<file path="src/verilog/l2_params.svh">
// ##############################
// l2 front end parameters
// requester count, queue depth and
// the data and word address widths
// ##############################

`ifndef L2_PARAMS_SVH
`define L2_PARAMS_SVH

// number of requesters sharing the bridge
`define L2_NUM_PORTS 4

// entries in each per-port request queue, power of two
`define L2_QUEUE_DEPTH 4

// data word width in bits
`define L2_DATA_W 32

// word address width, AXI byte address appends two zero bits
`define L2_ADDR_W 30

`endif

</file>
<file path="src/verilog/l2_types_pkg.sv">
// ##############################
// requester side types
// words, addresses, port ids and the
// request and response structs
// ##############################

`include "l2_params.svh"

package l2_types_pkg;

    typedef logic [`L2_DATA_W-1:0] word_t;
    typedef logic [`L2_ADDR_W-1:0] word_addr_t;
    typedef logic [$clog2(`L2_NUM_PORTS)-1:0] port_id_t;

    // beats minus one, up to four words per read
    typedef logic [1:0] burst_len_t;
    typedef logic [`L2_DATA_W/8-1:0] byte_en_t;

    typedef enum logic [2:0] {
        AMO_SWAP,
        AMO_ADD,
        AMO_AND,
        AMO_OR,
        AMO_XOR,
        AMO_MAX,
        AMO_MIN
    } amo_op_e;

    typedef enum logic [1:0] {
        REQ_READ,
        REQ_WRITE,
        REQ_ATOMIC
    } req_kind_e;

    typedef struct packed {
        req_kind_e  kind;
        word_addr_t addr;
        burst_len_t len;
        byte_en_t   be;
        amo_op_e    op;
        // write data, or operand of an atomic
        word_t      data;
    } l2_request_t;

    typedef struct packed {
        port_id_t port;
        word_t    data;
        logic     last;
    } l2_response_t;

endpackage

</file>
<file path="src/verilog/amo_alu.sv">
// ##############################
// atomic operation unit
// new word from old word and operand
// ##############################

`timescale 1ns/1ns

module amo_alu (
    input  l2_types_pkg::word_t   old_word,
    input  l2_types_pkg::word_t   operand,
    input  l2_types_pkg::amo_op_e op,
    output l2_types_pkg::word_t   new_word
);
    import l2_types_pkg::*;

    logic old_greater;

    // MAX and MIN use signed compare
    assign old_greater = $signed(old_word) > $signed(operand);

    always_comb begin
        case (op)
            AMO_ADD: begin
                new_word = old_word + operand;
            end
            AMO_AND: begin
                new_word = old_word & operand;
            end
            AMO_OR: begin
                new_word = old_word | operand;
            end
            AMO_XOR: begin
                new_word = old_word ^ operand;
            end
            AMO_MAX: begin
                new_word = old_greater ? old_word : operand;
            end
            AMO_MIN: begin
                new_word = old_greater ? operand : old_word;
            end
            default: begin
                // swap
                new_word = operand;
            end
        endcase
    end

endmodule

</file>
<file path="config.mk">
export PLATFORM = sky130hd
export DESIGN_NAME = amo_alu
export DESIGN_NICKNAME = d
export VERILOG_FILES = /design/src/verilog/l2_types_pkg.sv /design/src/verilog/amo_alu.sv
export VERILOG_INCLUDE_DIRS = /design/src /design/src/verilog
export SDC_FILE = /design/constraint.sdc
export NUM_CORES = 1
export LEC_CHECK = 0
export BUFFER_PORTS_ARGS = -buffer_cell sky130_fd_sc_hd__clkbuf_2
export CORE_MARGIN = 1
export CORE_UTILIZATION = 55
export DETAILED_ROUTE_END_ITERATION = 10
export PLACE_DENSITY = 0.78
export SYNTH_ARGS = -nofsm -noshare
export SYNTH_HDL_FRONTEND = slang
export SYNTH_SLANG_ARGS = --single-unit
</file>
<file path="constraint.sdc">
create_clock -name vclk -period 3.4
set_input_delay 0 -clock vclk [all_inputs]
set_output_delay 0 -clock vclk [all_outputs]
set_load 0.005 [all_outputs]
</file>
# After elaboration in Yosys (flattened, before gate mapping)
# Cells that the tools add are included.
dict set report word_totals {
  ff_bits 0
  in_bits 67
  elab_cells 14
}
dict set report classes {
  add_sub_neg 1
  n_lt_le_gt_ge 1
  eq_ne 6
  muxes 3
  bitwise_logic 3
}
# op n
set op_table {}
lappend op_table {{32-bit case mux with 6 select lines} 1}
lappend op_table {{32-bit two-way mux} 2}
lappend op_table {{32-bit adder} 1}
lappend op_table {{32-bit AND} 1}
lappend op_table {{32-bit greater-than comparator} 1}
lappend op_table {{32-bit bitwise OR} 1}
lappend op_table {{32-bit XOR} 1}
lappend op_table {{3-bit equality test, second input constant} 3}
lappend op_table {{3-bit by 2-bit equality test with 1-bit output, second input constant} 2}
lappend op_table {{3-bit by 1-bit equality test with 1-bit output, second input constant} 1}

# Logic depth before layout (Yosys ltp)
# Gate-level depths: netlist of run 1.
dict set report depth {
  depth_word 3
  ltp_mapped 14
  ltp_nobuf 11
}

# Worst setup path after synthesis of run 1
# OpenSTA, ideal clock, no wires.
dict set report synth_path {
  path_type {input port to output port}
  startpoint {in operand[29]}
  endpoint {out new_word[19]}
  t_arrival_ps 2647
  setup_slack_ps 753
  path_stages 14
  path_cell_list {inv_1 -> ha_1 -> clkbuf_1 -> nor4_1 -> nand4_1 -> nor4_2 -> o41ai_1 -> a31oi_1 -> a21oi_1 -> or2_1 -> buf_6 -> buf_6 -> a2111oi_4 -> o22ai_1}
}
dict set report synth_via {
  elab_chain_cells 3
  elab_cells_between_ends 4
}
# element line
set synth_lines {}
lappend synth_lines {{from (decl)} amo_alu.sv:10} ;# input l2_types_pkg::word_t operand,
lappend synth_lines {{32-bit greater-than comparator (*)} amo_alu.sv:19} ;# assign old_greater = $signed(old_word) > $signed(operand);
lappend synth_lines {{32-bit two-way mux, on equally long branches} {amo_alu.sv:39, amo_alu.sv:36}}
lappend synth_lines {{32-bit case mux with 6 select lines (*)} amo_alu.sv:22} ;# case (op)
lappend synth_lines {{to (decl)} amo_alu.sv:12} ;# output l2_types_pkg::word_t new_word
# Every way passes the cells marked *; elsewhere a longest branch is shown, timed or not.

# Worst setup path after layout of run 1
dict set report layout_path {
  startpoint {in operand[25]}
  endpoint {out new_word[26]}
}
dict set report layout_via {
  elab_chain_cells 3
  elab_cells_between_ends 5
}
# element line
set layout_lines {}
lappend layout_lines {{32-bit greater-than comparator} amo_alu.sv:19}
lappend layout_lines {{32-bit two-way mux, on equally long branches} {amo_alu.sv:39, amo_alu.sv:36}}
lappend layout_lines {{32-bit case mux with 6 select lines (*)} amo_alu.sv:22}
# Marks and branches as above.

==> metrics, run 1 <==
Worst setup SP type=input pin; final wirelength=about 16000 um; final core utilization=66.1%; Syn Nets=approximately 890; DR DRC count=0; final worst path period need=3.27 ns; CP required=about 3.4 ns; buffers added on ports=between 90 and 100; Final setup viols=0; # clk buffers=0; yosys warns=0; status=finished, final reports clean; FF+latch area=0 um2; first-pass iteration count of the detailed router=9; Iter 0 DRT Violations=slightly below 500; sequential fraction of the synthesis area=0%; height of the chip=approximately 96 um; Die X=~96 um; Final ANT Viol Nets=0; GRT overflow=0; largest net degree at the start of global routing=54; HP Start=operand[2]; nets@finish=966; fmax=between 0.3 and 0.4 GHz; max-cap viol count=0; worst hold endpoint=new_word[2]; Post-Syn Area=a little under 5000 um2; Synth top area share=between 20% and 30%; P_leak=2.72 nW; unrepaired setup endpoints after global routing=false; hold crit path type=input pin to output pin; Hold Buf Count CTS=0; Rows=33; Mapped Avg Cell Area=~6.7 um2; total core area=8380 um2; Area contributors post-synth=ha_1, a21oi_1, inv_1; Hold Fails Final Rpt=0; hpwl dp=12200 um; Die Area=around 9000 um2; fin crit share=a little over nine tenths; cells after synthesis=about 720; vias in the first global route=between 5k and 6k; CP Capture Type=output pin; seq_cells=0; CP max FO=8; final antenna diode count=0; hold path cells=4; initial core utilization=between 50 and 60%; Slew @ Worst Pin=0.946 ns; number of antenna violations at the first check in global routing=0; Vias=approximately 6k; final max-slew violation count=0; worst vdd ir=about 0.079 mV; TNS Setup=0 ns; Max transition margin=between 30 and 40%; Placer Congestion=1.00; # IOs=99; power density over cell area=about 160 nW/um2; layout cell share with drive strength beyond 1=between 10% and 20%; first-pass GRT wire length=approximately 25000 um; area delta synth->final=14.4%; GRT Total Usage=between 30% and 40%; Synth top cells by count=ha_1, a21oi_1, inv_1; via/cell ratio=6.64; most numerous cell in the Yosys netlist=ha_1; worst setup path category=input pin to output pin; post-synth top area cell=ha_1; Worst EP arrival=approximately 3.3 ns; post-synthesis cell type count=68; routed len/inst=between 15 and 20 um
what timing repair did:
item	in CTS	in global routing
gates cloned	0	0
setup endpoints to repair	1	25
setup buffers	0	1
pin swaps	0	3
resized for setup	1	12
power by group:
part           internal (mW)  switching, mW
sequential                 0              0
clock                      0              0
combinational          0.373          0.533
kinds of logic (layout without fill, tap and decap cells):
family / Yosys count / in the layout / share of synthesized area (%)
mux: 5 / 5 / 1.06
buf+inv: 126 / 204 / 10.2
compound gates: 310 / 310 / 43.4
xor+xnor: 17 / 17 / 3.08
simple gates: 166 / 166 / 16.9
fa+ha+maj: 98 / 98 / 25.4
metal layers:
metal	global-route usage, %	part of all wire [%]	routed length (um)
met5	0	0	0
met4	7.34	2.6	413
met3	2.29	10	1630
met2	58.5	46	7280
met1	44.7	42	6640
stage by stage:
stage	power [mW]	cell area (um2)	std cells	worst slack [ns]	hold slack (ns)
after floorplan	0.584	4840	722	0.753	0.0959
after global placement	0.843	5470	904	0.0956	0.319
after detailed placement	0.865	5470	904	0.000886	0.325
after CTS	0.873	5480	904	0.0514	0.327
after global routing	0.995	5540	905	0.0223	0.355
final	0.906	5540	905	0.132	0.321
how the worst max path moves through the flow:
stage / startpoint / endpoint / slack [ns]
3_3_place_gp: old_word[29] / new_word[31] / 0.1
4_1_cts: old_word[29] / new_word[16] / 0.05
2_1_floorplan: operand[29] / new_word[19] / 0.75
3_5_place_dp: old_word[29] / new_word[16] / 0.0009
6_report: operand[25] / new_word[26] / 0.13
5_1_grt: operand[29] / new_word[20] / 0.02
cell type report:
class                           count  area [um2]
Multi-Input combinational cell    596        4420
Fill cell                         759        2850
Timing Repair Buffer              124         683
Inverter                           80         300
Tap cell                          105         131
layout by cell type (no fill, tap or decap), types with 13 or more instances in the layout:
cell type | Yosys | final
inv_1 | 77 | 77
buf_4 | 0 | 25
nor2_1 | 51 | 51
ha_1 | 96 | 94
clkbuf_2 | 0 | 99
nor3_1 | 15 | 14
nand2_1 | 33 | 33
nor2b_1 | 13 | 13
a21oi_1 | 90 | 89
o21bai_1 | 26 | 24
o21ai_0 | 48 | 48
nand3_1 | 14 | 14
a211oi_1 | 32 | 31
a221oi_1 | 13 | 13
critical path: stages:
cell and delay (ns):
clkbuf_2 0.10, inv_1 0.08, ha_1 0.42, nand2b_1 0.14, a221oi_1 0.07, o41a_1 0.42
a2111oi_4 0.38, a31oi_2 0.19, and3b_4 0.25, or2_1 0.28, buf_4 0.19, a2111oi_0 0.51
a211oi_1 0.10, clkbuf_2 0.13
Note: power is estimated with default switching activity, not from simulation.
==> inputs of run 2 (changes only) <==
ABC_AREA = 1   (was not set)
CORE_UTILIZATION = 54   (was 55)
PLACE_DENSITY = 0.79   (was 0.78)
clock period = 2.83 ns   (was 3.4 ns; I/O delays follow)
==> run 2 against run 1 <==
Count of clock-buffer cells in the layout unchanged. Non-clock buffer count increased by 7. Synthesized cell count increased by 43%. Worst hold slack about the same. Utilization decreased by 2.1 points. Final cell count increased by 39%. Combinational power increased by 35%. First-iteration DRC count increased by 34%. Sequential share of layout area unchanged. Sequential cell count unchanged. Wire length increased by 15%. Largest cell class unchanged.
==> metrics, run 2 <==
CP required=2.83 ns (-0.57 ns); # clk buffers=0 (unchanged); final worst path period need=between 2 and 3 ns; area delta synth->final=14.0%; power density over cell area=195 nW/um2 (+19%); Final ANT Viol Nets=0 (unchanged); largest family of logic cells by synthesized area=simple AND/OR/NAND/NOR gates; Slew @ Worst Pin=0.950 ns (+0.00346 ns); via/cell ratio=5.85 (-12%); Synth top area share=21.8% (-3.0 points); sequential fraction of the synthesis area=0% (unchanged); Synth Area in XOR/XNOR=0.318% (-2.8 points); TNS Setup=0 ns (unchanged); worst setup path category=input pin to output pin; Syn Nets=1199 (+35%); CP Capture Type=output pin; largest net degree at the start of global routing=42 (-22%); unrepaired setup endpoints after global routing=false; layout cell share with drive strength beyond 1=13.7% (-4.8 points); status=finished, final reports clean; fmax=about 0.39 GHz; yosys warns=0 (unchanged); hpwl dp=14100 um (+15%); final max-slew violation count=0 (unchanged); area of the multi-input gates=4850 um2 (+9.7%); Area contributors post-synth=ha_1, nand2_1, nand3_1; first-pass iteration count of the detailed router=5 (-4); Worst EP arrival=2.58 ns (-0.69 ns); FF+latch area=0 um2 (unchanged); cells after synthesis=1035 (+43%); # IOs=99 (unchanged); most frequent cells in the layout=nand2_1, nor2_1, nand3_1; post-synth top area cell=ha_1; Hold Fails Final Rpt=0 (unchanged); Synth top cells by count=nand2_1, nor2_1, nand3_1; Rows=36 (+9.1%); Hold Buf Count CTS=0 (unchanged); number of antenna violations at the first check in global routing=0 (unchanged); first-pass GRT wire length=28900 um (+17%); Iter 0 DRT Violations=646 (+34%); final antenna diode count=0 (unchanged); buffers added on ports=99 (unchanged); max-cap viol count=0 (unchanged); Post-Syn Area=5510 um2 (+14%); Die Area=10600 um2 (+16%); Die X=103 um (+7.5%); vias in the first global route=6142 (+17%); Mapped Avg Cell Area=5.32 um2 (-21%); initial core utilization=56.1% (-1.6 points); CP max FO=13 (+5); seq_cells=0 (unchanged); final wirelength=18400 um (+15%); total core area=9820 um2 (+17%); P_leak=3.43 nW (+26%); Placer Congestion=1.10 (+9.2%); GRT overflow=0 (unchanged); Worst setup SP type=input pin; height of the chip=103 um (+7.5%); routed len/inst=14.6 um (-17%); Synth Area in Compound Gates=18.8% (-25 points); worst vdd ir=0.0944 mV (+19%); Final Power=1.22 mW (+35%); Synth Area in Simple Gates=45.6% (+29 points); DR DRC count=0 (unchanged); multiplexer share of the synthesized area=0% (-1.1 points); post-synthesis adder-cell area fraction=22.2% (-3.3 points); most numerous cell in the Yosys netlist=nand2_1; post-route insts no fill=1261 (+39%); hold crit path type=input pin to output pin; GRT Total Usage=33.4% (about the same); Max transition margin=36.6% (-0.21 points); most common cell after layout, fill and taps aside=nand2_1; Final setup viols=0 (unchanged); filler cell count=1057 (+39%); fin crit share=just over 90%; nets@finish=1294 (+34%); Placed Cells=1254 (+39%); Vias=7378 (+23%); post-synthesis cell type count=38 (-44%)
## run 2: changes by cell type in the layout (fill, tap and decap cells not counted), moves of 11 or more
cell	before	now
a21oi_1	89	74
nor2b_1	13	0
nor2_1	51	149
nand3_1	14	140
nand4_1	2	33
inv_1	77	137
a211oi_1	31	1
xnor2_1	11	0
nand2_1	33	218
o21bai_1	24	0
## run 2: cells by family (layout without fill, tap and decap cells)
| kind of cell | count (synthesis) | after routing |
|---|---|---|
| simple gates | 577 | 579 |
| buf+inv | 180 | 271 |
| compound gates | 179 | 179 |
| fa+ha+maj | 97 | 97 |
| xor+xnor | 2 | 2 |
## run 2: routing by layer
metal / track usage (%) / vias to the layer above / routed length [um]
li1: - / 3652 / -
met3: 2.17 / 39 / 1610
met2: 55.3 / 350 / 7960
met5: 0 / - / 0
met4: 6.39 / 0 / 405
met1: 47.6 / 3337 / 8450
## run 2: repair_timing
action	CTS	global route
setup endpoints to repair	0	32
setup buffers	0	5
resized for setup	0	11
## run 2: worst paths after layout
| check | startpoint | to | slack (ns) | depth (start not counted) |
|---|---|---|---|---|
| worst max-delay path | old_word[21] | new_word[0] | 0.25 | 19 |
| worst min-delay path | operand[24] | new_word[24] | 0.32 | 4 |
## run 2: where the power goes
group	leakage [nW]	total, mW	switching (mW)	internal (mW)
Sequential	0	0	0	0
Combinational	3.43	1.22	0.786	0.438
Clock	0	0	0	0
Total	3.43	1.22	0.786	0.438
## run 2: cell type report
| type | count | share of cell area, % |
|---|---|---|
| Multi-Input combinational cell | 857 | 77.2 |
| Inverter | 140 | 8.36 |
| Timing Repair Buffer | 131 | 11.8 |
| Tap cell | 133 | 2.65 |
## run 2: critical path, stage by stage
cell,delay (ns)
clkbuf_2,0.14
inv_1,0.07
ha_1,0.36
inv_1,0.15
nand2_1,0.07
nor3_1,0.25
nand2_1,0.09
nand2_1,0.11
a21oi_2,0.08
buf_4,0.15
nand3_4,0.15
nand3_4,0.21
nor2_4,0.15
buf_4,0.21
nand2_1,0.07
nand3_1,0.08
nor2_1,0.04
nor2_1,0.10
clkbuf_2,0.12
## run 2: stage by stage
step	hold WS [ns]	utilization (%)	instance area [um2]	setup slack, ns
2_1_floorplan	0.113	-	5510	0.964
3_3_place_gp	0.320	63.0	6190	0.125
3_5_place_dp	0.326	63.0	6190	0.0816
4_1_cts	0.326	63.0	6190	0.0783
5_1_grt	0.357	64.0	6280	0.0299
6_report	0.322	64.0	6280	0.254
