===== src/verilog/l2_params.svh =====
// ##############################
// l2 front end parameters
// requester count, queue depth and
// the data and word address widths
// ##############################

`ifndef L2_PARAMS_SVH
`define L2_PARAMS_SVH

// number of requesters sharing the bridge
`define L2_NUM_PORTS 4

// entries in each per-port request queue, power of two
`define L2_QUEUE_DEPTH 4

// data word width in bits
`define L2_DATA_W 32

// word address width, AXI byte address appends two zero bits
`define L2_ADDR_W 30

`endif


===== src/verilog/l2_types_pkg.sv =====
// ##############################
// requester side types
// words, addresses, port ids and the
// request and response structs
// ##############################

`include "l2_params.svh"

package l2_types_pkg;

    typedef logic [`L2_DATA_W-1:0] word_t;
    typedef logic [`L2_ADDR_W-1:0] word_addr_t;
    typedef logic [$clog2(`L2_NUM_PORTS)-1:0] port_id_t;

    // beats minus one, up to four words per read
    typedef logic [1:0] burst_len_t;
    typedef logic [`L2_DATA_W/8-1:0] byte_en_t;

    typedef enum logic [2:0] {
        AMO_SWAP,
        AMO_ADD,
        AMO_AND,
        AMO_OR,
        AMO_XOR,
        AMO_MAX,
        AMO_MIN
    } amo_op_e;

    typedef enum logic [1:0] {
        REQ_READ,
        REQ_WRITE,
        REQ_ATOMIC
    } req_kind_e;

    typedef struct packed {
        req_kind_e  kind;
        word_addr_t addr;
        burst_len_t len;
        byte_en_t   be;
        amo_op_e    op;
        // write data, or operand of an atomic
        word_t      data;
    } l2_request_t;

    typedef struct packed {
        port_id_t port;
        word_t    data;
        logic     last;
    } l2_response_t;

endpackage


===== src/verilog/port_request_queue.sv =====
// ##############################
// per-port request queue
// circular buffer of requests with a
// full level for back-pressure
// ##############################

`timescale 1ns/1ns

`include "l2_params.svh"

module port_request_queue (
    input  logic                      clk,
    input  logic                      rst,
    input  logic                      push,
    input  l2_types_pkg::l2_request_t push_req,
    output logic                      full,
    output logic                      head_valid,
    output l2_types_pkg::l2_request_t head,
    input  logic                      pop
);
    import l2_types_pkg::*;

    localparam int PTR_W = $clog2(`L2_QUEUE_DEPTH);

    l2_request_t entries [`L2_QUEUE_DEPTH];
    logic [PTR_W-1:0] wr_ptr;
    logic [PTR_W-1:0] rd_ptr;
    logic [PTR_W:0] count;
    logic do_push;
    logic do_pop;

    // pushes while full are dropped here
    assign do_push = push && !full;
    assign do_pop = pop && head_valid;

    assign full = (count == (PTR_W+1)'(`L2_QUEUE_DEPTH));
    assign head_valid = (count != '0);
    assign head = entries[rd_ptr];

    always_ff @(posedge clk) begin
        if (do_push) begin
            entries[wr_ptr] <= push_req;
        end
    end

    always_ff @(posedge clk) begin
        if (rst) begin
            wr_ptr <= '0;
            rd_ptr <= '0;
            count <= '0;
        end else begin
            if (do_push) begin
                wr_ptr <= wr_ptr + 1'b1;
            end
            if (do_pop) begin
                rd_ptr <= rd_ptr + 1'b1;
            end
            // simultaneous push and pop keeps the count
            if (do_push && !do_pop) begin
                count <= count + 1'b1;
            end else if (do_pop && !do_push) begin
                count <= count - 1'b1;
            end
        end
    end

endmodule


===== config.mk =====
export PLATFORM = sky130hd
export DESIGN_NAME = port_request_queue
export DESIGN_NICKNAME = d
export VERILOG_FILES = /design/src/verilog/l2_types_pkg.sv /design/src/verilog/port_request_queue.sv
export VERILOG_INCLUDE_DIRS = /design/src /design/src/verilog
export SDC_FILE = /design/constraint.sdc
export NUM_CORES = 1
export LEC_CHECK = 0
export BUFFER_PORTS_ARGS = -buffer_cell sky130_fd_sc_hd__buf_2
export CAP_MARGIN = 30
export CORE_UTILIZATION = 56
export CTS_CLUSTER_DIAMETER = 40
export DETAILED_ROUTE_END_ITERATION = 6
export GPL_TIMING_DRIVEN = 0
export MAX_ROUTING_LAYER = met4
export PLACE_DENSITY = 0.83
export SLEW_MARGIN = 10
export SYNTH_ARGS = -nofsm -noshare
export SYNTH_HDL_FRONTEND = slang
export SYNTH_SLANG_ARGS = --single-unit

===== constraint.sdc =====
create_clock -name clk -period 5.96 [get_ports clk]
set_input_delay 1.192 -clock clk [delete_from_list [all_inputs] [get_ports clk]]
set_output_delay 1.192 -clock clk [all_outputs]
set_load 0.02 [all_outputs]

== Word-level counts from Yosys, hierarchy flattened ==
Memories as Yosys holds them, arrays and structs flattened. A register that Yosys moved wholly into a read port is not among the register bits.
Index checks and enable logic that the tools add are counted.
Widths: inputs -> output; s select.

* Bits in registers: 7
* Bits in writable memories: 292
* Input bits: 77
* Output and inout bits: 75
* Word-level logic and storage cells: 24
* Memories: 1

{| class="wikitable"
|+ Memory list
! name !! words !! bits a word !! read ports !! clocked after Yosys merged registers in !! write ports !! RTL line !! source
|-
| entries || 4 || 73 || 1 || 1 || 1 || port_request_queue.sv:25 || <nowiki>l2_request_t entries [`L2_QUEUE_DEPTH];</nowiki>
|}

* Add/sub/neg operators: 4
* Equal/unequal tests: 1
* Multiplexer cells: 6
* Reductions and logical operators: 9

{| class="wikitable"
|+ Operator list
! kind !! count
|-
| $mux 3 || 2
|-
| $add 2x1->2 const B || 2
|-
| $logic_and 1x1->1 || 4
|-
| $mux 2 || 2
|-
| $add 3x1->3 const B || 1
|-
| $eq 3x3->1 const B || 1
|-
| $logic_not 1->1 || 3
|-
| $reduce_bool 3->1 || 1
|-
| $sub 3x1->3 const B || 1
|-
| $mux 1 || 2
|-
| $reduce_bool 2->1 || 1
|}

== Longest topological paths before layout ==
Gate-level depths: netlist (run 1).

* Word-level depth: 7
* Gate-level depth with buffers: 8
* Gate-level depth less buffers: 8

== Worst setup path before layout (run 1) ==
No wires, ideal clock.

* Path type: input-to-reg
* From: input push
* To: memory entries[0][0] (netlist name), enable pin
* Setup time: 439 ps
* Data arrival time: 3238 ps
* Data required time: 5521 ps
* Setup slack: 2283 ps
* Stages on the path: 3
* Buffers on the path: 0
* Cells stage by stage: inv_1 nor2_1 and2_1

* Longest elaborated chain between the ends: 3

{| class="wikitable"
|+ Ends and longest elaborated chain
! element !! RTL line !! source
|-
| from (decl) || port_request_queue.sv:14 || <nowiki>input logic push,</nowiki>
|-
| $logic_and 1x1->1 || port_request_queue.sv:33 || <nowiki>assign do_push = push && !full;</nowiki>
|-
| via do_push || port_request_queue.sv:29 || <nowiki>logic do_push;</nowiki>
|-
| $mux 1 || port_request_queue.sv:41 || <nowiki>if (do_push) begin</nowiki>
|-
| $mux 1 (implied by the code) || port_request_queue.sv:42 || <nowiki>entries[wr_ptr] <= push_req;</nowiki>
|-
| to (decl) || port_request_queue.sv:25 ||
|}

The timed path passes the listed nets, and every way through them passes these cells.

==> results of run 1 <==
[tightest hold or removal path: stages, from the launching register on]
cell and delay, ns:
dfxtp_1 0.34, nand2b_1 0.08, mux2i_1 0.06
[how the worst min path moves through the flow]
stage | slack (ns) | startpoint | endpoint
after floorplan | 0.48 | wr_ptr[1] | wr_ptr[1]
after detailed placement | 0.53 | wr_ptr[0] | wr_ptr[0]
final | 0.53 | wr_ptr[1] | wr_ptr[1]
after global placement | 0.49 | wr_ptr[1] | wr_ptr[1]
after CTS | 0.54 | wr_ptr[0] | wr_ptr[0]
after global routing | 0.56 | count[2] | count[2]
[Yosys cell counts]
master / count / area share, %
o311ai_0: 1 / 0.079
a21oi_1: 2 / 0.090
dfxtp_1: 9 / 1.6
ha_1: 5 / 0.57
or3_1: 3 / 0.17
mux2i_1: 2 / 0.18
mux4_1: 1 / 0.24
and2_1: 4 / 0.23
fa_1: 1 / 0.18
o31ai_1: 1 / 0.068
clkbuf_2: 1 / 0.045
buf_6: 1 / 0.10
buf_2: 7 / 0.32
edfxtp_1: 292 / 79
xor2_1: 4 / 0.32
inv_1: 4 / 0.14
clkbuf_1: 1 / 0.034
buf_12: 7 / 1.3
nor2_1: 6 / 0.20
nand2b_1: 2 / 0.11
nor3b_2: 1 / 0.11
mux4_2: 72 / 15
o21ai_0: 2 / 0.090
[cells in the final DEF (no fill, tap or decap), types with 5 or more instances in the layout]
master,count
edfxtp_1,292
inv_6,5
clkinv_1,5
dfxtp_1,9
nor2_1,6
clkbuf_16,37
buf_12,9
ha_1,5
buf_2,157
clkbuf_1,7
mux4_2,72
[sequential cells by signal (all words and copies together), names as in the netlist, named ones only]
signal and flops:
count 3, entries 292, rd_ptr 2, wr_ptr 2
[per-layer routing]
layer	wire, um	up-vias
met5	0	-
met3	1410	44
li1	-	2234
met1	7870	2665
met2	10100	188
met4	403	0
[power breakdown]
| group | leakage (nW) | switching [W] | internal, W |
|---|---|---|---|
| Combinational | 1.27 | 0.000846 | 0.000682 |
| Sequential | 2.75 | 0.0000594 | 0.00254 |
| Clock | 0.540 | 0.000817 | 0.00119 |
[metrics by stage]
step | utilization, % | worst slack [ns] | hold WS, ns | std cells
finish | 68.9 | 2.80 | 0.528 | 914
global route | 68.9 | 2.69 | 0.563 | 913
CTS | 68.9 | 2.75 | 0.538 | 912
detailed placement | 63.2 | 2.75 | 0.531 | 848
global placement | 62.7 | 0.947 | 0.493 | 844
floorplan | - | 2.28 | 0.482 | 429
[kinds of logic (layout without fill, tap and decap cells)]
logic type | Yosys count | after routing | share of synthesized area, %
other | 0 | 2 | 0
AOI/OAI and AO/OA | 6 | 6 | 0.328
and+or+nand+nor | 16 | 16 | 0.825
xor gates and xnor gates | 4 | 4 | 0.316
muxes | 75 | 75 | 15.1
DFF | 301 | 301 | 80.8
adders and majority gates | 6 | 6 | 0.746
buffers and inverters | 21 | 239 | 1.90
[layout make-up]
| class | count | area (um2) | area share (%) |
|---|---|---|---|
| inverters | 4 | 15.0 | 0.112 |
| repair buffers | 154 | 846 | 6.32 |
| plain buffers | 17 | 195 | 1.46 |
| clock buffers | 43 | 948 | 7.09 |
| flip-flops and latches | 301 | 8950 | 66.9 |
| well taps | 265 | 332 | 2.48 |
| clock inverters | 21 | 163 | 1.22 |
| diodes | 2 | 5.00 | 0.0374 |
| multi-input cells | 107 | 1920 | 14.4 |
==> impl_results.md, run 1 <==
* Slowest stage cell, crit path: mux4_2
* Setup CP Type: register to primary output
* Routed vias at 5,131
* GP Congestion at 0.701
* Avg Vias per Cell at 5.61
* Initial core utilization at 57.1%
* Ratio of cells with drive above 1 in the final layout at 46.4%
* Synth cell types at 23
* Resized Gates After CTS at 0
* Die width at 143 um
* Fill cells at 1,240
* CP endpoint kind: primary output
* Worst Skew at 0.0108 ns
* CTS tree: yes
* Die Y at 143 um
* Fin. Hold Viols at 0
* H-tree depth at 2
* Total Wirelength at 19,800 um
* RSZ-0062 raised after global routing: no
* GRT met2 Usage at 33.9%
* Met3 Use GR at 4.83%
* Critical Path RT at 4.77 ns
* Cells after synthesis at 429
* Crit path capture: head[22]
* Clock latency at the later pin of the worst-skew pair at 0.50 ns
* Post-CTS Setup Repair Bufs at 0
* DRT Pass-1 Iters at 6
* Overall Global Routing Usage at 20.8%
* CP Launch Type: register
* Core Rows at 51
* Largest net degree at the start of global routing at 55
* Outcome: complete, no violations
* CP Depth at 4
* Synthesis-stage register bit count at 301
* CTS Hold Buffers Added at 0
* WL/cell at 21.7 um
* Reg2reg start: count[0]
* Min cycle time layout at 3.16 ns
* Max VDD drop at 0.284 mV
* Clock root cell: clkbuf_16
* Reg clk slew, reported paths at 0.05 ns
* Worst-Margin Slew at 0.590 ns
* Pins Over Slew Limit at 0
* Fmax at 0.317 GHz
* Worst Hold Depth at 2
* Area delta synth->final at 20.8%
* Worst-path maximum fanout at 10
* I/O Buffers at 150
* FF-to-FF setup slack at 3.50 ns
* Design area at 13,400 um2
* Area after DPL at 12,300 um2
* Slew headroom at 60.6%
* Sum Neg Setup Slack at 0 ns
* Die area at 20,300 um2
* YS warnings at 0
* Crit path DAT at 1.97 ns
* # DRC at 0
* GR Overflow Total at 0
* Num Clock Sinks at 301
* Syn nets at 512
* Number of CTS-inserted buffers at 36
* Leakage at 4.56 nW
* GR peak layer: met2
* Average cell area after synthesis at 25.8 um2
* Max_cap viols at 0
* Worst path top cell family by delay: buffers and inverters
* Power consumption at 0.00614 W
* GR Layer Usage met1 at 25.6%
* Vias in the first global route at 5,412
* CP cell instances: buf_6, buf_12, mux4_2, buf_2
* WP buf/inv at 3
* First-pass GRT wire length at 29,600 um
* Worst R2R Path Depth at 8
* # nets final at 704
* CORE AREA at 19,400 um2
* Max Buffers Root-to-Sink at 3
* HP Class: register to register
* IO Count at 152
* Period utilisation layout at 53.0%
* HPWL after detailed placement at 12,000 um
* Initial antenna violation count at 1
* DRT antenna net count at 0
* Post-synthesis sequential area ratio at 80.8%
* Final Setup Violations at 0
* Cell Pwr Density at 459 nW/um2
* Max stage delay on crit path at 0.53 ns
* R2R Path End: count[2]
* Initial DRC count at 282
* Mapped cell area at 11,100 um2
(Power assumes the default switching activity.)
==> run 2: changes to the inputs <==
==> constraint.sdc (replaced) <==
create_clock -name clk -period 3 [get_ports clk]
set_input_delay 0.6 -clock clk [delete_from_list [all_inputs] [get_ports clk]]
set_output_delay 0.6 -clock clk [all_outputs]
set_load 0.02 [all_outputs]
==> run 2 against run 1 <==
Routed wire length shrank 6.2%. First-iteration DRC count grew 5.7%. Global-route usage shrank 1.4 points. Sequential share of layout area shrank 0.39 points. Sequential power grew 98%. Count of clock-buffer cells in the layout shrank 2. Largest power group unchanged. Critical path type unchanged.
==> impl_results.md, run 2 (same netlist as run 1, synthesis figures left out) <==
* Outcome: complete, no violations (unchanged)
* Period utilisation layout at 85.3%
* Largest net degree at the start of global routing at 44 (was 55)
* RSZ-0062 raised after global routing: no (unchanged)
* Worst-path maximum fanout at 10 (unchanged)
* Area delta synth->final at 21.5% (was 20.8%)
* CP most frequent cell: buf_2
* FF-to-FF setup slack at 0.55 ns (was 3.50 ns)
* Design area at 13,500 um2 (was 13,400 um2)
* Slew headroom at 65.3% (was 60.6%)
* H-tree depth at 2 (unchanged)
* DRT antenna net count at 0 (unchanged)
* Initial DRC count at 298 (was 282)
* Clock latency at the later pin of the worst-skew pair at 0.50 ns (about the same)
* Core Rows at 51 (unchanged)
* Crit path DAT at 1.96 ns (was 1.97 ns)
* Overall Global Routing Usage at 19.4% (was 20.8%)
* HPWL after detailed placement at 11,000 um (was 12,000 um)
* DRT Pass-1 Iters at 4 (was 6)
* Reg2reg start: count[0] (unchanged)
* Max Buffers Root-to-Sink at 3 (unchanged)
* Crit path capture: head[15] (was head[22])
* Initial core utilization at 57.1% (unchanged)
* Commonest non-fill, non-tap cell in the layout: edfxtp_1 (unchanged)
* Die width at 143 um (unchanged)
* Cell Pwr Density at 920 nW/um2 (was 459 nW/um2)
* Register area at 8950 um2 (unchanged)
* Top flop regs: entries: 292 flops, count: 3 flops (unchanged)
* CP endpoint kind: primary output (unchanged)
* Total Wirelength at 18,600 um (was 19,800 um)
* Final design utilization at 69.4% (was 68.9%)
* Fin. Hold Viols at 0 (unchanged)
* Max VDD drop at 0.607 mV (was 0.284 mV)
* Commonest cells after routing, fill and taps aside: 292 x edfxtp_1, 157 x buf_2, 72 x mux4_2, 37 x clkbuf_16, 9 x dfxtp_1 (was 292 x edfxtp_1, 157 x buf_2, 72 x mux4_2, 37 x clkbuf_16)
* Ratio of cells with drive above 1 in the final layout at 47.1% (was 46.4%)
* Reg with most FFs: entries (unchanged)
* CTS tree: yes (unchanged)
* Fmax at 0.391 GHz
* Area of the multi-input gates at 1920 um2 (unchanged)
* Worst Skew at 0.0155 ns (was 0.0108 ns)
* First-pass GRT wire length at 28,000 um (was 29,600 um)
* # nets final at 702 (was 704)
* CP cell instances: clkbuf_2, buf_2, mux4_2, buf_2 (was buf_6, buf_12, mux4_2, buf_2)
* CP Launch Type: register (unchanged)
* Fill cells at 1,234 (was 1,240)
* R2R Path End: count[2] (unchanged)
* GP Congestion at 0.712 (was 0.701)
* Initial antenna violation count at 1 (unchanged)
* Leakage at 4.60 nW (was 4.56 nW)
* I/O Buffers at 150 (unchanged)
* Avg Vias per Cell at 5.45 (was 5.61)
* Hold_ws at 0.311 ns (was 0.528 ns)
* Die area at 20,300 um2 (unchanged)
* IO Count at 152 (unchanged)
* HP Class: input port to register (was register to register)
* Max_cap viols at 0 (unchanged)
* CTS Hold Buffers Added at 0 (unchanged)
* Num Clock Sinks at 301 (unchanged)
* Resized Gates After CTS at 0 (unchanged)
* Area after DPL at 12,300 um2 (about the same)
* # DRC at 0 (unchanged)
* Max FFs per register at 292 (unchanged)
* Slowest stage cell, crit path: mux4_2 (unchanged)
* Post-CTS Setup Repair Bufs at 0 (unchanged)
* GR Overflow Total at 0 (unchanged)
* Reg clk slew, reported paths at 0.06 ns (was 0.05 ns)
* Setup CP Type: register to primary output (unchanged)
* Number of CTS-inserted buffers at 34 (was 36)
* Power consumption at 0.0124 W (was 0.00614 W)
* Max stage delay on crit path at 0.37 ns (was 0.53 ns)
* Final Setup Violations at 0 (unchanged)
* CORE AREA at 19,400 um2 (unchanged)
* Worst R2R Path Depth at 8 (unchanged)
* Clock root cell: clkbuf_16 (unchanged)
* Worst-Margin Slew at 0.520 ns (was 0.590 ns)
* Critical Path RT at 2.40 ns (was 4.77 ns)
* WL/cell at 20.4 um (was 21.7 um)
* Die Y at 143 um (unchanged)
* Routed vias at 4,961 (was 5,131)
* Min cycle time layout at 2.56 ns
* Vias in the first global route at 5,103 (was 5,412)
* Pins Over Slew Limit at 0 (unchanged)
## run 2: area by class of cell
class                           count  area share, %
Clock buffer                       41           6.99
Tap cell                          265           2.46
Timing Repair Buffer              154           6.40
Multi-Input combinational cell    107           14.3
Sequential cell                   301           66.5
Buffer                             17           1.45
Clock inverter                     21           1.76
Antenna cell                        1         0.0186
Inverter                            4          0.112
## run 2: worst min path at each step
stage	to	from	cells after the start	slack [ns]
2_1_floorplan	wr_ptr[1]	wr_ptr[1]	2	0.48
4_1_cts	entries[2][67]	push_req[67]	1	0.29
6_report	entries[3][60]	push_req[60]	1	0.31
3_5_place_dp	register	rd_ptr[0]	2	0.51
5_1_grt	entries[2][67]	push_req[67]	1	0.29
3_3_place_gp	wr_ptr[1]	wr_ptr[1]	2	0.49
## run 2: worst max-delay path, delay by kind of cell, from the launching register on
family | cells | cell delay [ns]
buffers and inverters | 3 | 0.79
muxes | 1 | 0.37
DFF | 1 | 0.30
## run 2: where the power goes
group,switching [W],internal [W],total (W)
registers,0.000110,0.00505,0.00516
clock network,0.00159,0.00261,0.00420
logic,0.00165,0.00136,0.00301
total,0.00335,0.00902,0.0124
## run 2: layer usage
metal	part of all wire [%]	GRT usage [%]	routed length, um	up-vias
met3	7.1	5.47	1330	31
li1	-	-	-	2225
met5	0	-	0	-
met2	50	30.3	9300	171
met1	41	25.2	7630	2534
met4	1.8	5.26	330	0
## run 2: per-stage QoR
step	worst slack (ns)	instances	TNS (ns)
global placement	-0.0585	844	-15.05
finish	0.441	911	0
floorplan	0.706	429	0
detailed placement	0.434	848	0
global route	0.340	911	0
CTS	0.396	910	0
