===== src/verilog/l2_params.svh =====
// ##############################
// l2 front end parameters
// requester count, queue depth and
// the data and word address widths
// ##############################

`ifndef L2_PARAMS_SVH
`define L2_PARAMS_SVH

// number of requesters sharing the bridge
`define L2_NUM_PORTS 4

// entries in each per-port request queue, power of two
`define L2_QUEUE_DEPTH 4

// data word width in bits
`define L2_DATA_W 32

// word address width, AXI byte address appends two zero bits
`define L2_ADDR_W 30

`endif


===== src/verilog/l2_types_pkg.sv =====
// ##############################
// requester side types
// words, addresses, port ids and the
// request and response structs
// ##############################

`include "l2_params.svh"

package l2_types_pkg;

    typedef logic [`L2_DATA_W-1:0] word_t;
    typedef logic [`L2_ADDR_W-1:0] word_addr_t;
    typedef logic [$clog2(`L2_NUM_PORTS)-1:0] port_id_t;

    // beats minus one, up to four words per read
    typedef logic [1:0] burst_len_t;
    typedef logic [`L2_DATA_W/8-1:0] byte_en_t;

    typedef enum logic [2:0] {
        AMO_SWAP,
        AMO_ADD,
        AMO_AND,
        AMO_OR,
        AMO_XOR,
        AMO_MAX,
        AMO_MIN
    } amo_op_e;

    typedef enum logic [1:0] {
        REQ_READ,
        REQ_WRITE,
        REQ_ATOMIC
    } req_kind_e;

    typedef struct packed {
        req_kind_e  kind;
        word_addr_t addr;
        burst_len_t len;
        byte_en_t   be;
        amo_op_e    op;
        // write data, or operand of an atomic
        word_t      data;
    } l2_request_t;

    typedef struct packed {
        port_id_t port;
        word_t    data;
        logic     last;
    } l2_response_t;

endpackage


===== src/verilog/axi_types_pkg.sv =====
// ##############################
// AXI4 channel types
// AR, R, AW, W and B payloads and
// the bridge state encoding
// ##############################

`include "l2_params.svh"

package axi_types_pkg;

    typedef logic [`L2_ADDR_W+1:0] axi_addr_t;
    typedef logic [7:0] axi_len_t;
    typedef logic [2:0] axi_size_t;
    typedef logic [1:0] axi_burst_t;
    typedef logic [1:0] axi_resp_t;

    // 4 byte beats, incrementing bursts
    localparam axi_size_t AXI_SIZE_WORD = 3'b010;
    localparam axi_burst_t AXI_BURST_INCR = 2'b01;

    typedef struct packed {
        l2_types_pkg::port_id_t id;
        axi_addr_t              addr;
        axi_len_t               len;
        axi_size_t              size;
        axi_burst_t             burst;
    } axi_ar_t;

    typedef struct packed {
        l2_types_pkg::port_id_t id;
        l2_types_pkg::word_t    data;
        axi_resp_t              resp;
        logic                   last;
    } axi_r_t;

    typedef axi_ar_t axi_aw_t;

    typedef struct packed {
        l2_types_pkg::word_t    data;
        l2_types_pkg::byte_en_t strb;
        logic                   last;
    } axi_w_t;

    typedef struct packed {
        l2_types_pkg::port_id_t id;
        axi_resp_t              resp;
    } axi_b_t;

    typedef enum logic [2:0] {
        IDLE,
        READ_ADDR,
        READ_DATA,
        WRITE_ADDR,
        WRITE_DATA,
        WRITE_RESP
    } bridge_state_e;

endpackage


===== src/verilog/axi_bridge.sv =====
// ##############################
// request to AXI4 bridge
// one request at a time: reads, single
// word writes and read-modify-write atomics
// ##############################

`timescale 1ns/1ns

module axi_bridge (
    input  logic                       clk,
    input  logic                       rst,
    input  logic                       grant_valid,
    input  l2_types_pkg::l2_request_t  grant_req,
    input  l2_types_pkg::port_id_t     grant_port,
    output logic                       accept,
    output axi_types_pkg::axi_ar_t     ar,
    output logic                       ar_valid,
    input  logic                       ar_ready,
    input  axi_types_pkg::axi_r_t      r,
    input  logic                       r_valid,
    output axi_types_pkg::axi_aw_t     aw,
    output logic                       aw_valid,
    input  logic                       aw_ready,
    output axi_types_pkg::axi_w_t      w,
    output logic                       w_valid,
    input  logic                       w_ready,
    input  axi_types_pkg::axi_b_t      b,
    input  logic                       b_valid,
    output l2_types_pkg::word_t        amo_old,
    output l2_types_pkg::word_t        amo_operand,
    output l2_types_pkg::amo_op_e      amo_op,
    input  l2_types_pkg::word_t        amo_new,
    output logic                       rsp_valid,
    output l2_types_pkg::l2_response_t rsp
);
    import l2_types_pkg::*;
    import axi_types_pkg::*;

    bridge_state_e state;
    l2_request_t req_r;
    port_id_t port_r;
    word_t amo_new_r;
    logic is_atomic;
    logic r_beat;

    assign is_atomic = (req_r.kind == REQ_ATOMIC);
    // only beats for the latched port count
    assign r_beat = (state == READ_DATA) && r_valid && (r.id == port_r);

    assign accept = (state == IDLE) && grant_valid;

    // valids decode the state, so they hold until the handshake
    assign ar_valid = (state == READ_ADDR);
    assign aw_valid = (state == WRITE_ADDR);
    assign w_valid = (state == WRITE_DATA);

    assign ar.id = port_r;
    assign ar.addr = {req_r.addr, 2'b00};
    assign ar.len = is_atomic ? '0 : axi_len_t'(req_r.len);
    assign ar.size = AXI_SIZE_WORD;
    assign ar.burst = AXI_BURST_INCR;

    assign aw.id = port_r;
    assign aw.addr = {req_r.addr, 2'b00};
    assign aw.len = '0;
    assign aw.size = AXI_SIZE_WORD;
    assign aw.burst = AXI_BURST_INCR;

    // atomics write back the computed word with every byte enabled
    assign w.data = is_atomic ? amo_new_r : req_r.data;
    assign w.strb = is_atomic ? '1 : req_r.be;
    assign w.last = 1'b1;

    assign amo_old = r.data;
    assign amo_operand = req_r.data;
    assign amo_op = req_r.op;

    assign rsp_valid = r_beat;
    assign rsp.port = port_r;
    assign rsp.data = r.data;
    assign rsp.last = is_atomic || r.last;

    always_ff @(posedge clk) begin
        if (accept) begin
            req_r <= grant_req;
            port_r <= grant_port;
        end
        if (r_beat && is_atomic) begin
            amo_new_r <= amo_new;
        end
    end

    always_ff @(posedge clk) begin
        if (rst) begin
            state <= IDLE;
        end else begin
            case (state)
                IDLE: begin
                    if (grant_valid) begin
                        state <= (grant_req.kind == REQ_WRITE) ? WRITE_ADDR : READ_ADDR;
                    end
                end
                READ_ADDR: begin
                    if (ar_ready) begin
                        state <= READ_DATA;
                    end
                end
                READ_DATA: begin
                    if (r_beat && is_atomic) begin
                        state <= WRITE_ADDR;
                    end else if (r_beat && r.last) begin
                        state <= IDLE;
                    end
                end
                WRITE_ADDR: begin
                    if (aw_ready) begin
                        state <= WRITE_DATA;
                    end
                end
                WRITE_DATA: begin
                    if (w_ready) begin
                        state <= WRITE_RESP;
                    end
                end
                WRITE_RESP: begin
                    if (b_valid && b.id == port_r) begin
                        state <= IDLE;
                    end
                end
                default: begin
                    state <= IDLE;
                end
            endcase
        end
    end

endmodule


===== config.mk =====
export PLATFORM = sky130hd
export DESIGN_NAME = axi_bridge
export DESIGN_NICKNAME = d
export VERILOG_FILES = /design/src/verilog/l2_types_pkg.sv /design/src/verilog/axi_types_pkg.sv /design/src/verilog/axi_bridge.sv
export VERILOG_INCLUDE_DIRS = /design/src /design/src/verilog
export SDC_FILE = /design/constraint.sdc
export NUM_CORES = 1
export LEC_CHECK = 0
export BUFFER_PORTS_ARGS = -buffer_cell sky130_fd_sc_hd__buf_2
export CORE_AREA = 2 2 155 157
export CTS_CLUSTER_DIAMETER = 120
export CTS_CLUSTER_SIZE = 28
export DETAILED_ROUTE_END_ITERATION = 6
export DIE_AREA = 0 0 157 159
export GPL_TIMING_DRIVEN = 0
export PLACE_DENSITY = 0.62
export RECOVER_POWER = 25
export SYNTH_ARGS = -nofsm -noshare
export SYNTH_HDL_FRONTEND = slang
export SYNTH_SLANG_ARGS = --single-unit

===== constraint.sdc =====
create_clock -name clk -period 34.5 [get_ports clk]
set_input_delay 5.175 -clock clk [delete_from_list [all_inputs] [get_ports clk]]
set_output_delay 5.175 -clock clk [all_outputs]
set_load 0.01 [all_outputs]

# --- After elaboration in Yosys (flattened, before gate mapping) ---
# Cells that the tools add are included.
totals:
  regBits: 110
  latch_bits: 0
  ram_bits: 0
  mem_bits_ro: 0
  output_inout_bits: 238
  elab_cells: 45
  n_memories: 0
classes:
  n_addsub: 0
  n_mul: 0
  div: 0
  n_lt_le_gt_ge: 0
  eq_ne: 15
  n_shift: 0
  n_mux: 12
  bitwise_logic: 0
  reduce_logical: 9
ops:
  columns: ["op", "count"]
  rows:
  - ["$mux W32", 1]
  - ["$mux W3", 7]
  - ["$pmux W3 S6", 1]
  - ["$eq A3 B2 Y1 const B", 2]
  - ["$eq A3 B3 Y1 const B", 2]
  - ["$logic_and A1 B1 Y1", 6]
  - ["$ne A2 B1 Y1 const B", 3]
  - ["$reduce_and A6 Y1", 1]
  - ["$eq A2 B2 Y1", 2]
  - ["$mux W2", 2]
  - ["$mux W4", 1]
  - ["$ne A2 B2 Y1 const B", 2]
  - ["$eq A3 B1 Y1 const B", 1]
  - ["$logic_not A3 Y1", 1]
  - ["$ne A3 B1 Y1 const B", 1]
  - ["$eq A2 B1 Y1 const B", 1]
  - ["$eq A2 B2 Y1 const B", 1]
  - ["$logic_or A1 B1 Y1", 1]

# --- Logic depth before layout (Yosys ltp) ---
# Gate-level depths: netlist (run 1).
depth:
  depth_word: 7
  mapped_depth: 6
  ltp_nobuf: 5

# --- Worst setup path after synthesis (run 1) ---
# OpenSTA, ideal clock, no wires.
synth_timing:
  path_kind: "in2out"
  from: "input grant_valid"
  to: "output accept"
  t_arrival_ns: 13.050
  required_ns: 29.325
  slack_ns: 16.275
  stages: 1
  cell_sequence: "nor4b_1"
synth_between:
  elab_chain_len: 1
synth_lines:
  columns: ["item", "line", "source"]
  rows:
  - ["start: declaration", "axi_bridge.sv:12", "input logic grant_valid,"]
  - ["$logic_and A1 B1 Y1", "axi_bridge.sv:50", "assign accept = (state == IDLE) && grant_valid;"]
  - ["end: declaration", "axi_bridge.sv:15", "output logic accept,"]
# Every way passes these cells.

# --- Worst setup path after layout (run 1) ---
# Same ends and word-level chain as after synthesis.

==> results of run 1 <==
-- worst max-delay path: cells and delay by family --
kind,cells,cell delay [ns]
buf+inv,6,1.09
simple gates,1,0.71
-- per-layer routing --
layer | share of wire, % | track usage [%] | up-vias
met1 | 33 | 10.43 | 1727
met4 | 1.6 | 3.795 | 2
met5 | 0.089 | 0 | -
met3 | 12 | 4.818 | 13
li1 | - | - | 1865
met2 | 53 | 21.19 | 242
-- through the flow --
stage,area (um^2),worst slack (ns)
6_report,7935,22.33
5_1_grt,7933,22.13
4_1_cts,7936,22.26
3_5_place_dp,7655,22.28
3_3_place_gp,7562,10.06
2_1_floorplan,5522,16.27
-- logic make-up after synthesis --
| kind of cell | Yosys count | share of synthesized area, % |
|---|---|---|
| buffers and inverters | 203 | 27.65 |
| flip-flops | 110 | 60.39 |
| multiplexers | 33 | 6.833 |
| AND/OR/NAND/NOR | 24 | 3.001 |
| AO/OA/AOI/OAI | 9 | 1.339 |
| XOR/XNOR | 4 | 0.6463 |
| other | 2 | 0.1386 |
-- registers in the layout (all words and copies together) (netlist names) --
signal	count
amo_new_r	32
amo_op	3
amo_operand	32
ar	30
port_r	2
req_r	8
state	3
-- layout make-up --
cell class / instances / area share [%]
Timing Repair Buffer: 339 / 21.70
Clock buffer: 9 / 2.838
Clock inverter: 7 / 0.7096
Buffer: 199 / 18.70
Inverter: 4 / 0.1892
Sequential cell: 110 / 41.25
Tap cell: 319 / 5.030
Antenna cell: 2 / 0.06307
Multi-Input combinational cell: 99 / 9.524
-- synthesized netlist by cell type --
master,count,area [um^2]
nand2_1,4,15.01
buf_2,4,20.02
a21oi_1,1,5.000
nor3_2,1,10.01
and4_1,1,8.760
or2_2,5,31.28
and3_1,1,6.260
dfxtp_1,3,60.06
nor2b_1,4,25.02
nor4b_1,1,8.760
a22o_1,1,8.760
nor2_1,2,7.510
nor3b_2,2,25.02
and3b_1,2,17.52
a21oi_2,1,8.760
buf_6,1,11.26
conb_1,2,7.510
a32oi_1,1,8.760
mux2_1,4,45.04
nor3b_1,1,7.510
o31a_1,1,8.760
mux2_2,28,315.3
edfxtp_1,107,3213
buf_4,193,1449
o2111ai_1,1,8.760
clkbuf_1,1,3.750
xnor2_1,4,35.03
o211ai_1,1,7.510
o2111a_1,1,11.26
o21ai_0,1,5.000
inv_1,4,15.01
mux2i_1,1,10.01
-- power groups by stage --
| stage | logic [mW] | clock network, mW | registers, mW |
|---|---|---|---|
| after floorplan | 0.0676 | 0 | 0.176 |
| after global placement | 0.109 | 0 | 0.181 |
| after detailed placement | 0.114 | 0 | 0.174 |
| after CTS | 0.114 | 0.106 | 0.171 |
| after global routing | 0.122 | 0.110 | 0.173 |
| final | 0.112 | 0.101 | 0.171 |
-- final timing paths --
kind	endpoint	slack, ns	cells after the start
worst max-delay path	accept	22.33	7
worst min-delay path	state[2]	0.71	2
worst max register to register	ar[35]	31.98	7
worst min register to register	state[2]	0.71	2
-- layout by cell type (no fill, tap or decap), types with 2 or more instances in the layout --
cell type	instances
buf_2	327
buf_4	203
edfxtp_1	107
conb_1	29
mux2_2	28
clkbuf_16	9
clkbuf_1	6
or2_2	5
nor2b_1	4
mux2_1	4
xnor2_1	4
nand2_1	4
inv_1	3
dfxtp_1	3
diode_2	2
buf_6	2
nor3b_2	2
and3b_1	2
nor2_1	2
inv_6	2
clkinvlp_4	2
==> results by group, run 1 <==
Critical path
  • CP Launch Type: input pin
  • Slowest CP cell: nor4b_2
  • CP Data Arrival Time: around 7.0 ns
  • CP Cell Sequence: buf_2, nor4b_2, buf_4, buf_4, buf_4, buf_4, buf_2
  • Crit path kind: in2out
  • CP startpoint: grant_valid
  • Most Frequent Cell on Critical Path: buf_4
  • CP max FO: 8
  • Slowest stage delay, CP: around 0.7 ns
  • Critical R2R Launch: state[0]
  • Required @ worst endpoint: between 20 and 30 ns
  • CP endpoint kind: output port

Routing
  • Total wire length: 14.64 mm
  • Vias per cell: ~3.5
  • DRC violations left: 0
  • 1st-iter DRT viols: around 140
  • Routed length per instance: roughly 13 um
  • Pre-antenna DRT Iters: 5
  • Total vias in the final route: approximately 3800
  • Final ANT Viol Nets: 0

Timing
  • Endpoints failing hold: 0
  • Peak Freq: between 0.08 and 0.09 GHz
  • Post-route setup TNS: 0 ns
  • RSZ-0062 raised after global routing: false
  • Worst hold slack: a little over 0.7 ns
  • Setup violators final: 0
  • Clk_skew: roughly 0.015 ns
  • Worst-Margin Slew: 0.8823 ns
  • Max-slew violation count: 0
  • Slew HR: 41.02%
  • Post-layout min period: approximately 12 ns
  • Final worst-path cycle share: around a third

Yosys
  • Yosys cell types: 32
  • Synth Instances: 385
  • Register area share after synthesis: roughly three fifths
  • Post-Syn Area per Cell: between 10 and 15 um^2
  • Mapped cell area: roughly 5400 um^2
  • Synth warn: 0
  • Register bit count reported by yosys: between 100 and 150

Power and ir drop
  • Sw frac: 28.34%
  • Seq pwr share: 44.5%
  • Worst IR Drop VDD: 0.02302 mV
  • Gate power share: 29.2%
  • NetSw: between 100 and 150 uW
  • Power density over the cells: 48.39 nW/um^2
  • Clk network pwr share: a little over a quarter
  • Overall power: approximately 380 uW
  • P_leak: roughly 3.8 nW
  • Internal: about 280 uW

Outcome
  • Status: finished clean

Clocking
  • CTS sink count: between 100 and 150
  • Post-CTS sizing: 0
  • Post-CTS setup buffer count: 0
  • Clock buffers created by TritonCTS: 9
  • Root Buffer: clkbuf_16
  • CTS clk-pin slew, worst paths: 0.08 ns
  • Clock buffer depth: 2
  • TritonCTS clock tree: yes
  • Cts hold-fix bufs: 0
  • Worst-Skew Late Latency: around 0.35 ns
  • Htree depth: 3

Global route
  • First-pass GRT wire length: ~21 mm
  • Initial antenna violation count: 3
  • Vias in the first global route: roughly 3800
  • Largest net degree at the start of global routing: 33
  • GRT Util Overall: about 11%
  • Grt total ovfl: 0

Layout
  • Post-layout util: 34.21%
  • Number of fill cells in the layout: between 2000 and 2500
  • Nets: ~920
  • Final Non-Filler Cells: around 1100
  • Area Growth Syn to Fin: 46.40%
  • Area of the multi-input gates: 755.7 um^2
  • Share of cells above drive strength 1: 76.40%
  • Area taken by flip-flops and latches: between 3000 and 4000 um^2

Place
  • Routability cong.: about 0.76
  • Hpwl dp: 12.01 mm
  • Placed cells: 1070
  • Port bufs: roughly 330

Job
  • Max-cap check violation count: 0

Floorplanning
  • Standard-cell row count: 56
  • CORE AREA: approximately 23000 um^2
  • Die Ht: about 160 um
  • Starting Density: about a quarter
  • Die area: about 25000 um^2
  • IO Pins: approximately 390
  • Die W: between 150 and 200 um

Hold path
  • Hold WC Path Type: reg2reg
  • HP Start: state[2]
(Power assumes the default switching activity.)
==> inputs of run 2 (changes only) <==
- ABC_AREA: not set -> 1
- CORE_AREA: 2 2 155 157 -> not set
- CORE_MARGIN: not set -> 2
- CORE_UTILIZATION: not set -> 25
- DIE_AREA: 0 0 157 159 -> not set
- PLACE_DENSITY: 0.62 -> 0.67
- clock period: 34.5 -> 10.9 ns (I/O delays scaled with it)
==> results by group, run 2 <==
Clocking
  • Post-CTS sizing: 0
  • Cts hold-fix bufs: 0
  • Root Buffer: clkbuf_16
  • Htree depth: 3
  • Post-CTS setup buffer count: 0
  • Worst-Skew Late Latency: around 0.35 ns
  • CTS sink count: 110
  • Clock buffers created by TritonCTS: 9
  • TritonCTS clock tree: yes
  • Clock buffer depth: 2
  • CTS clk-pin slew, worst paths: 0.08 ns

Global route
  • First-pass GRT wire length: about 23 mm
  • Vias in the first global route: 4142
  • Largest net degree at the start of global routing: 33
  • Grt total ovfl: 0
  • GRT Util Overall: between 10% and 20%
  • Initial antenna violation count: 2

Routing
  • Final ANT Viol Nets: 0
  • Vias per cell: approximately 3.7
  • DRC violations left: 0
  • Routed length per instance: 13.51 um
  • Total vias in the final route: ~4300
  • Pre-antenna DRT Iters: 4
  • 1st-iter DRT viols: 152
  • Total wire length: around 16 mm

Power and ir drop
  • Worst IR Drop VDD: around 0.090 mV
  • Power density over the cells: roughly 190 nW/um^2
  • Sw frac: between 30% and 40%
  • P_leak: between 4 and 5 nW
  • Seq pwr share: ~40%
  • Internal: ~1 mW
  • Gate power share: 38.2%
  • NetSw: roughly 510 uW
  • Clk network pwr share: 22.0%

Critical path
  • R2R depth: 7
  • R2R Setup Slk: roughly 8.5 ns
  • Crit path kind: in2out
  • Required @ worst endpoint: about 9.3 ns
  • Critical R2R Launch: state[0]
  • Reg2reg end: ar[23]
  • CP Data Arrival Time: 2.97 ns
  • CP startpoint: grant_valid
  • Crit path to: accept
  • CP Launch Type: input pin
  • CP max FO: 12
  • CP endpoint kind: output port

Layout
  • Area Growth Syn to Fin: 44.98%
  • Commonest cells after routing, fill and taps aside: 330 x buf_2, 193 x buf_4, 115 x nand2_1
  • Most common cell after layout, fill and taps aside: buf_2
  • Number of fill cells in the layout: roughly 2200
  • Share of cells above drive strength 1: roughly two thirds
  • Area of the multi-input gates: ~780 um^2
  • Area taken by flip-flops and latches: approximately 3300 um^2
  • Final Non-Filler Cells: between 1000 and 1500
  • Nets: 1018
  • Final Cell Area: about 8000 um^2

Place
  • Pre-CTS WS: between 6 and 7 ns
  • Hpwl dp: 12.76 mm
  • Placed cell area: between 7000 and 8000 um^2
  • Port bufs: between 300 and 400
  • Placed cells: between 1000 and 1500
  • Routability cong.: about 0.8

Yosys
  • Mapped cell area: ~5500 um^2
  • Post-Syn Area per Cell: around 11 um^2
  • Register area share after synthesis: between 50% and 60%
  • Top cell type's share of synthesized area: approximately 60%
  • Register bit count reported by yosys: 110
  • Post-synth top area cell: edfxtp_1
  • Most instantiated cells after synthesis: 192 x buf_4, 115 x nand2_1, 107 x edfxtp_1, 22 x inv_1, 8 x nor2_1
  • Synth Instances: 489
  • Yosys cell types: 22
  • EDFF count, synth: around 110
  • Ys async rst share: 0%
  • Synth warn: 0
  • Ys flop type: edfxtp_1
  • Most common cell in the netlist: buf_4
  • Top post-synthesis cells by area: edfxtp_1 58%, buf_4 26%, nand2_1 7.8%

Timing
  • Clk_skew: approximately 0.013 ns
  • Final worst-path cycle share: a little over two fifths
  • Worst hold slack: roughly 0.60 ns
  • Post-route setup TNS: 0 ns
  • Endpoints failing hold: 0
  • Peak Freq: 0.2174 GHz
  • Setup violators final: 0
  • Max-slew violation count: 0
  • Slew HR: 44.16%
  • RSZ-0062 raised after global routing: false
  • Post-layout min period: around 4.6 ns
  • Worst-Margin Slew: approximately 0.84 ns
  • Worst setup margin: between 6 and 7 ns

Floorplanning
  • Standard-cell row count: 54
  • Die area: 23230 um^2
  • Starting Density: between 20% and 30%
  • Die W: 152.4 um
  • CORE AREA: 21760 um^2
  • Die Ht: roughly 150 um
  • IO Pins: around 400

Job
  • Max-cap check violation count: 0

Hold path
  • Hold WC Path Type: reg2reg

Outcome
  • Status: finished clean
## run 2: changes by cell type after synthesis, moves of 5 or more
cell,before,now
nand3_1,0,5
mux2_2,28,0
inv_1,4,22
nand2_1,4,115
nor2_1,2,8
## run 2: power groups by stage
| stage | clock, mW | sequential, mW | combinational (mW) |
|---|---|---|---|
| after floorplan | 0 | 0.614 | 0.351 |
| after global placement | 0 | 0.634 | 0.565 |
| after detailed placement | 0 | 0.615 | 0.592 |
| after CTS | 0.350 | 0.605 | 0.593 |
| after global routing | 0.362 | 0.614 | 0.636 |
| final | 0.333 | 0.604 | 0.580 |
## run 2: logic make-up after synthesis
group           after synthesis  share of synthesized area [%]
flops                       110                          59.43
compound gates                3                         0.3862
other cells                   2                         0.1364
simple gates                151                          11.70
buf+inv                     223                          28.35
## run 2: how the worst min path moves through the flow
| stage | startpoint | endpoint | slack (ns) | depth (start not counted) |
|---|---|---|---|---|
| 2_1_floorplan | state[2] | state[2] | 0.51 | 2 |
| 3_3_place_gp | state[2] | state[2] | 0.55 | 2 |
| 3_5_place_dp | state[0] | state[0] | 0.57 | 2 |
| 4_1_cts | state[0] | state[0] | 0.59 | 2 |
| 5_1_grt | state[2] | state[2] | 0.63 | 2 |
| 6_report | state[2] | state[2] | 0.60 | 2 |
## run 2: metrics by stage
step	total power, mW	utilization, %
finish	1.518	36.70
global route	1.612	36.69
CTS	1.549	36.70
detailed placement	1.207	35.32
global placement	1.199	34.94
floorplan	0.9642	-
## run 2: layout make-up
cell class              count  share of cell area, %
diodes                      1                0.03134
plain buffers             199                  18.43
clock buffers               9                  2.820
clock inverters             7                 0.9245
inverters                  24                  1.128
multi-input cells         183                  9.762
flip-flops and latches    110                  40.99
well taps                 280                  4.387
repair buffers            335                  21.53
## run 2: routing by layer
| metal | wire [um] | GRT usage [%] | up-vias |
|---|---|---|---|
| li1 | - | - | 2104 |
| met1 | 5443 | 13.48 | 1911 |
| met2 | 8170 | 23.68 | 237 |
| met3 | 1393 | 4.238 | 30 |
| met4 | 493 | 5.511 | 2 |
| met5 | 7 | 0 | - |
## run 2: worst max-delay path, stage by stage
cell	delay [ns]
buf_2	0.07
inv_1	0.05
nor3_2	0.65
buf_8	0.23
buf_6	0.17
buf_2	0.15
==> inputs of run 3 (changes only) <==
- ABC_AREA: 1 -> 0
- CORE_AREA: not set -> 2 2 155 157
- CORE_MARGIN: 2 -> not set
- CORE_UTILIZATION: 25 -> not set
- DIE_AREA: not set -> 0 0 157 159
- PLACE_DENSITY: 0.67 -> 0.64
- clock period: 10.9 -> 3.73 ns (I/O delays scaled with it)
==> results by group, run 3 (synthesized netlist as in run 1, its figures left out) <==
Power and ir drop
  • Power density over the cells: between 400 and 500 nW/um^2
  • Seq pwr share: approximately 44%
  • Sw frac: roughly 29%
  • Gate power share: between 20% and 30%
  • P_leak: about 3.8 nW
  • NetSw: 1.015 mW
  • Worst IR Drop VDD: around 0.21 mV
  • Overall power: 3.559 mW
  • Internal: 2.544 mW
  • Clk network pwr share: 26.8%

Clocking
  • CTS sink count: between 100 and 150
  • Clock buffers created by TritonCTS: 9
  • Htree depth: 3
  • CTS clk-pin slew, worst paths: roughly 0.080 ns
  • Post-CTS sizing: 0
  • Worst-Skew Late Latency: between 0.3 and 0.4 ns
  • Post-CTS setup buffer count: 0
  • TritonCTS clock tree: yes
  • Root Buffer: clkbuf_16
  • Cts hold-fix bufs: 0
  • Clock buffer depth: 2

Global route
  • Grt total ovfl: 0
  • Initial antenna violation count: 1
  • Largest net degree at the start of global routing: 33
  • First-pass GRT wire length: just over 20 mm
  • GRT Util Overall: a little over a tenth
  • Vias in the first global route: between 3000 and 4000

Layout
  • Share of cells above drive strength 1: approximately 77%
  • Most common cell after layout, fill and taps aside: buf_2
  • Area Growth Syn to Fin: 46.19%
  • Commonest cells after routing, fill and taps aside: 329 x buf_2, 193 x buf_4, 107 x edfxtp_1
  • Final Non-Filler Cells: about 1100
  • Nets: between 900 and 1000

Routing
  • Final ANT Viol Nets: 0
  • DRC violations left: 0
  • Total vias in the final route: about 3800
  • Vias per cell: ~3.6
  • Routed length per instance: 13.11 um
  • Pre-antenna DRT Iters: 4
  • 1st-iter DRT viols: 70
  • Total wire length: between 10 and 15 mm

Critical path
  • Delay-heaviest family, CP: buffers and inverters
  • Crit path kind: reg2out
  • CP Cell Sequence: buf_4, nor4b_4, buf_6, buf_6, buf_2
  • CP max FO: 15
  • Required @ worst endpoint: ~3.2 ns
  • Slowest stage delay, CP: between 0.8 and 0.9 ns
  • Crit path buf inv count: 4
  • Most Frequent Cell on Critical Path: buf_6
  • Slowest CP cell: nor4b_4
  • CP Launch Type: flop
  • CP endpoint kind: output port
  • CP Data Arrival Time: approximately 2.3 ns

Floorplanning
  • Standard-cell row count: 56
  • Starting Density: between 20% and 30%
  • Die W: between 150 and 200 um
  • IO Pins: ~390
  • Die area: roughly 25000 um^2
  • CORE AREA: 23190 um^2
  • Die Ht: 159 um

Job
  • Max-cap check violation count: 0

Timing
  • Peak Freq: 0.3469 GHz
  • Post-layout min period: slightly below 3 ns
  • Worst-Margin Slew: 0.9306 ns
  • Clk_skew: 0.008952 ns
  • Slew HR: a little under two fifths
  • Setup violators final: 0
  • Max-slew violation count: 0
  • Final worst-path cycle share: 77.28%
  • RSZ-0062 raised after global routing: false
  • Endpoints failing hold: 0
  • Worst setup margin: about 0.85 ns
  • Worst hold slack: approximately 0.38 ns

Outcome
  • Status: finished clean

Place
  • Routability cong.: about 0.69
  • Hpwl dp: between 10 and 15 mm
  • Pre-CTS WS: approximately 1 ns
  • Placed cells: around 1100
  • Port bufs: 328

Hold path
  • Hold WC Path Type: in2reg
[run 3: through the flow]
| stage | instance area (um^2) | utilization (%) | setup TNS (ns) |
|---|---|---|---|
| 2_1_floorplan | 5537 | - | 0 |
| 3_3_place_gp | 7577 | 32.67 | -92.83 |
| 3_5_place_dp | 7634 | 32.91 | 0 |
| 4_1_cts | 7925 | 34.17 | 0 |
| 5_1_grt | 7924 | 34.17 | 0 |
| 6_report | 7924 | 34.17 | 0 |
[run 3: final timing paths]
path / from / to / slack (ns) / depth (start not counted)
worst max register to register: state[0] / amo_operand[9] / 1.40 / 5
worst max-delay path: state[0] / accept / 0.85 / 5
worst min-delay path: grant_req[63] / ar[37] / 0.38 / 1
worst min register to register: state[2] / state[2] / 0.71 / 2
[run 3: power by group through the flow]
stage | sequential, mW | combinational (mW) | clock (mW)
detailed placement | 1.61 | 1.04 | 0
finish | 1.58 | 1.03 | 0.953
global route | 1.60 | 1.12 | 1.05
floorplan | 1.60 | 0.631 | 0
global placement | 1.62 | 1.01 | 0
CTS | 1.58 | 1.04 | 1.01
[run 3: routing by layer]
metal  vias to the layer above  track usage (%)  routed length [um]  part of all wire [%]
met3                         9            4.600                1623                    11
met2                       239            20.59                7560                    53
met4                         0            3.586                 208                   1.5
met1                      1740            10.43                4775                    34
met5                         -                0                   0                     0
li1                       1852                -                   -                     -
[run 3: cell type report]
cell class / instances / area [um^2]
antenna: 1 / 2.502
buffer: 199 / 1484
clock buffer: 9 / 225.2
clock inverter: 7 / 66.31
fill: 2361 / 15270
inverter: 4 / 15.01
multi-input combinational: 99 / 764.5
sequential: 110 / 3273
tap: 319 / 399.1
timing repair buffer: 333 / 1694
[run 3: worst register-to-register path: cells and delay by family (launching register included)]
kind                   cells  cell delay [ns]
buffers and inverters      4             0.88
flip-flops                 1             0.33
AND/OR/NAND/NOR            1             0.83
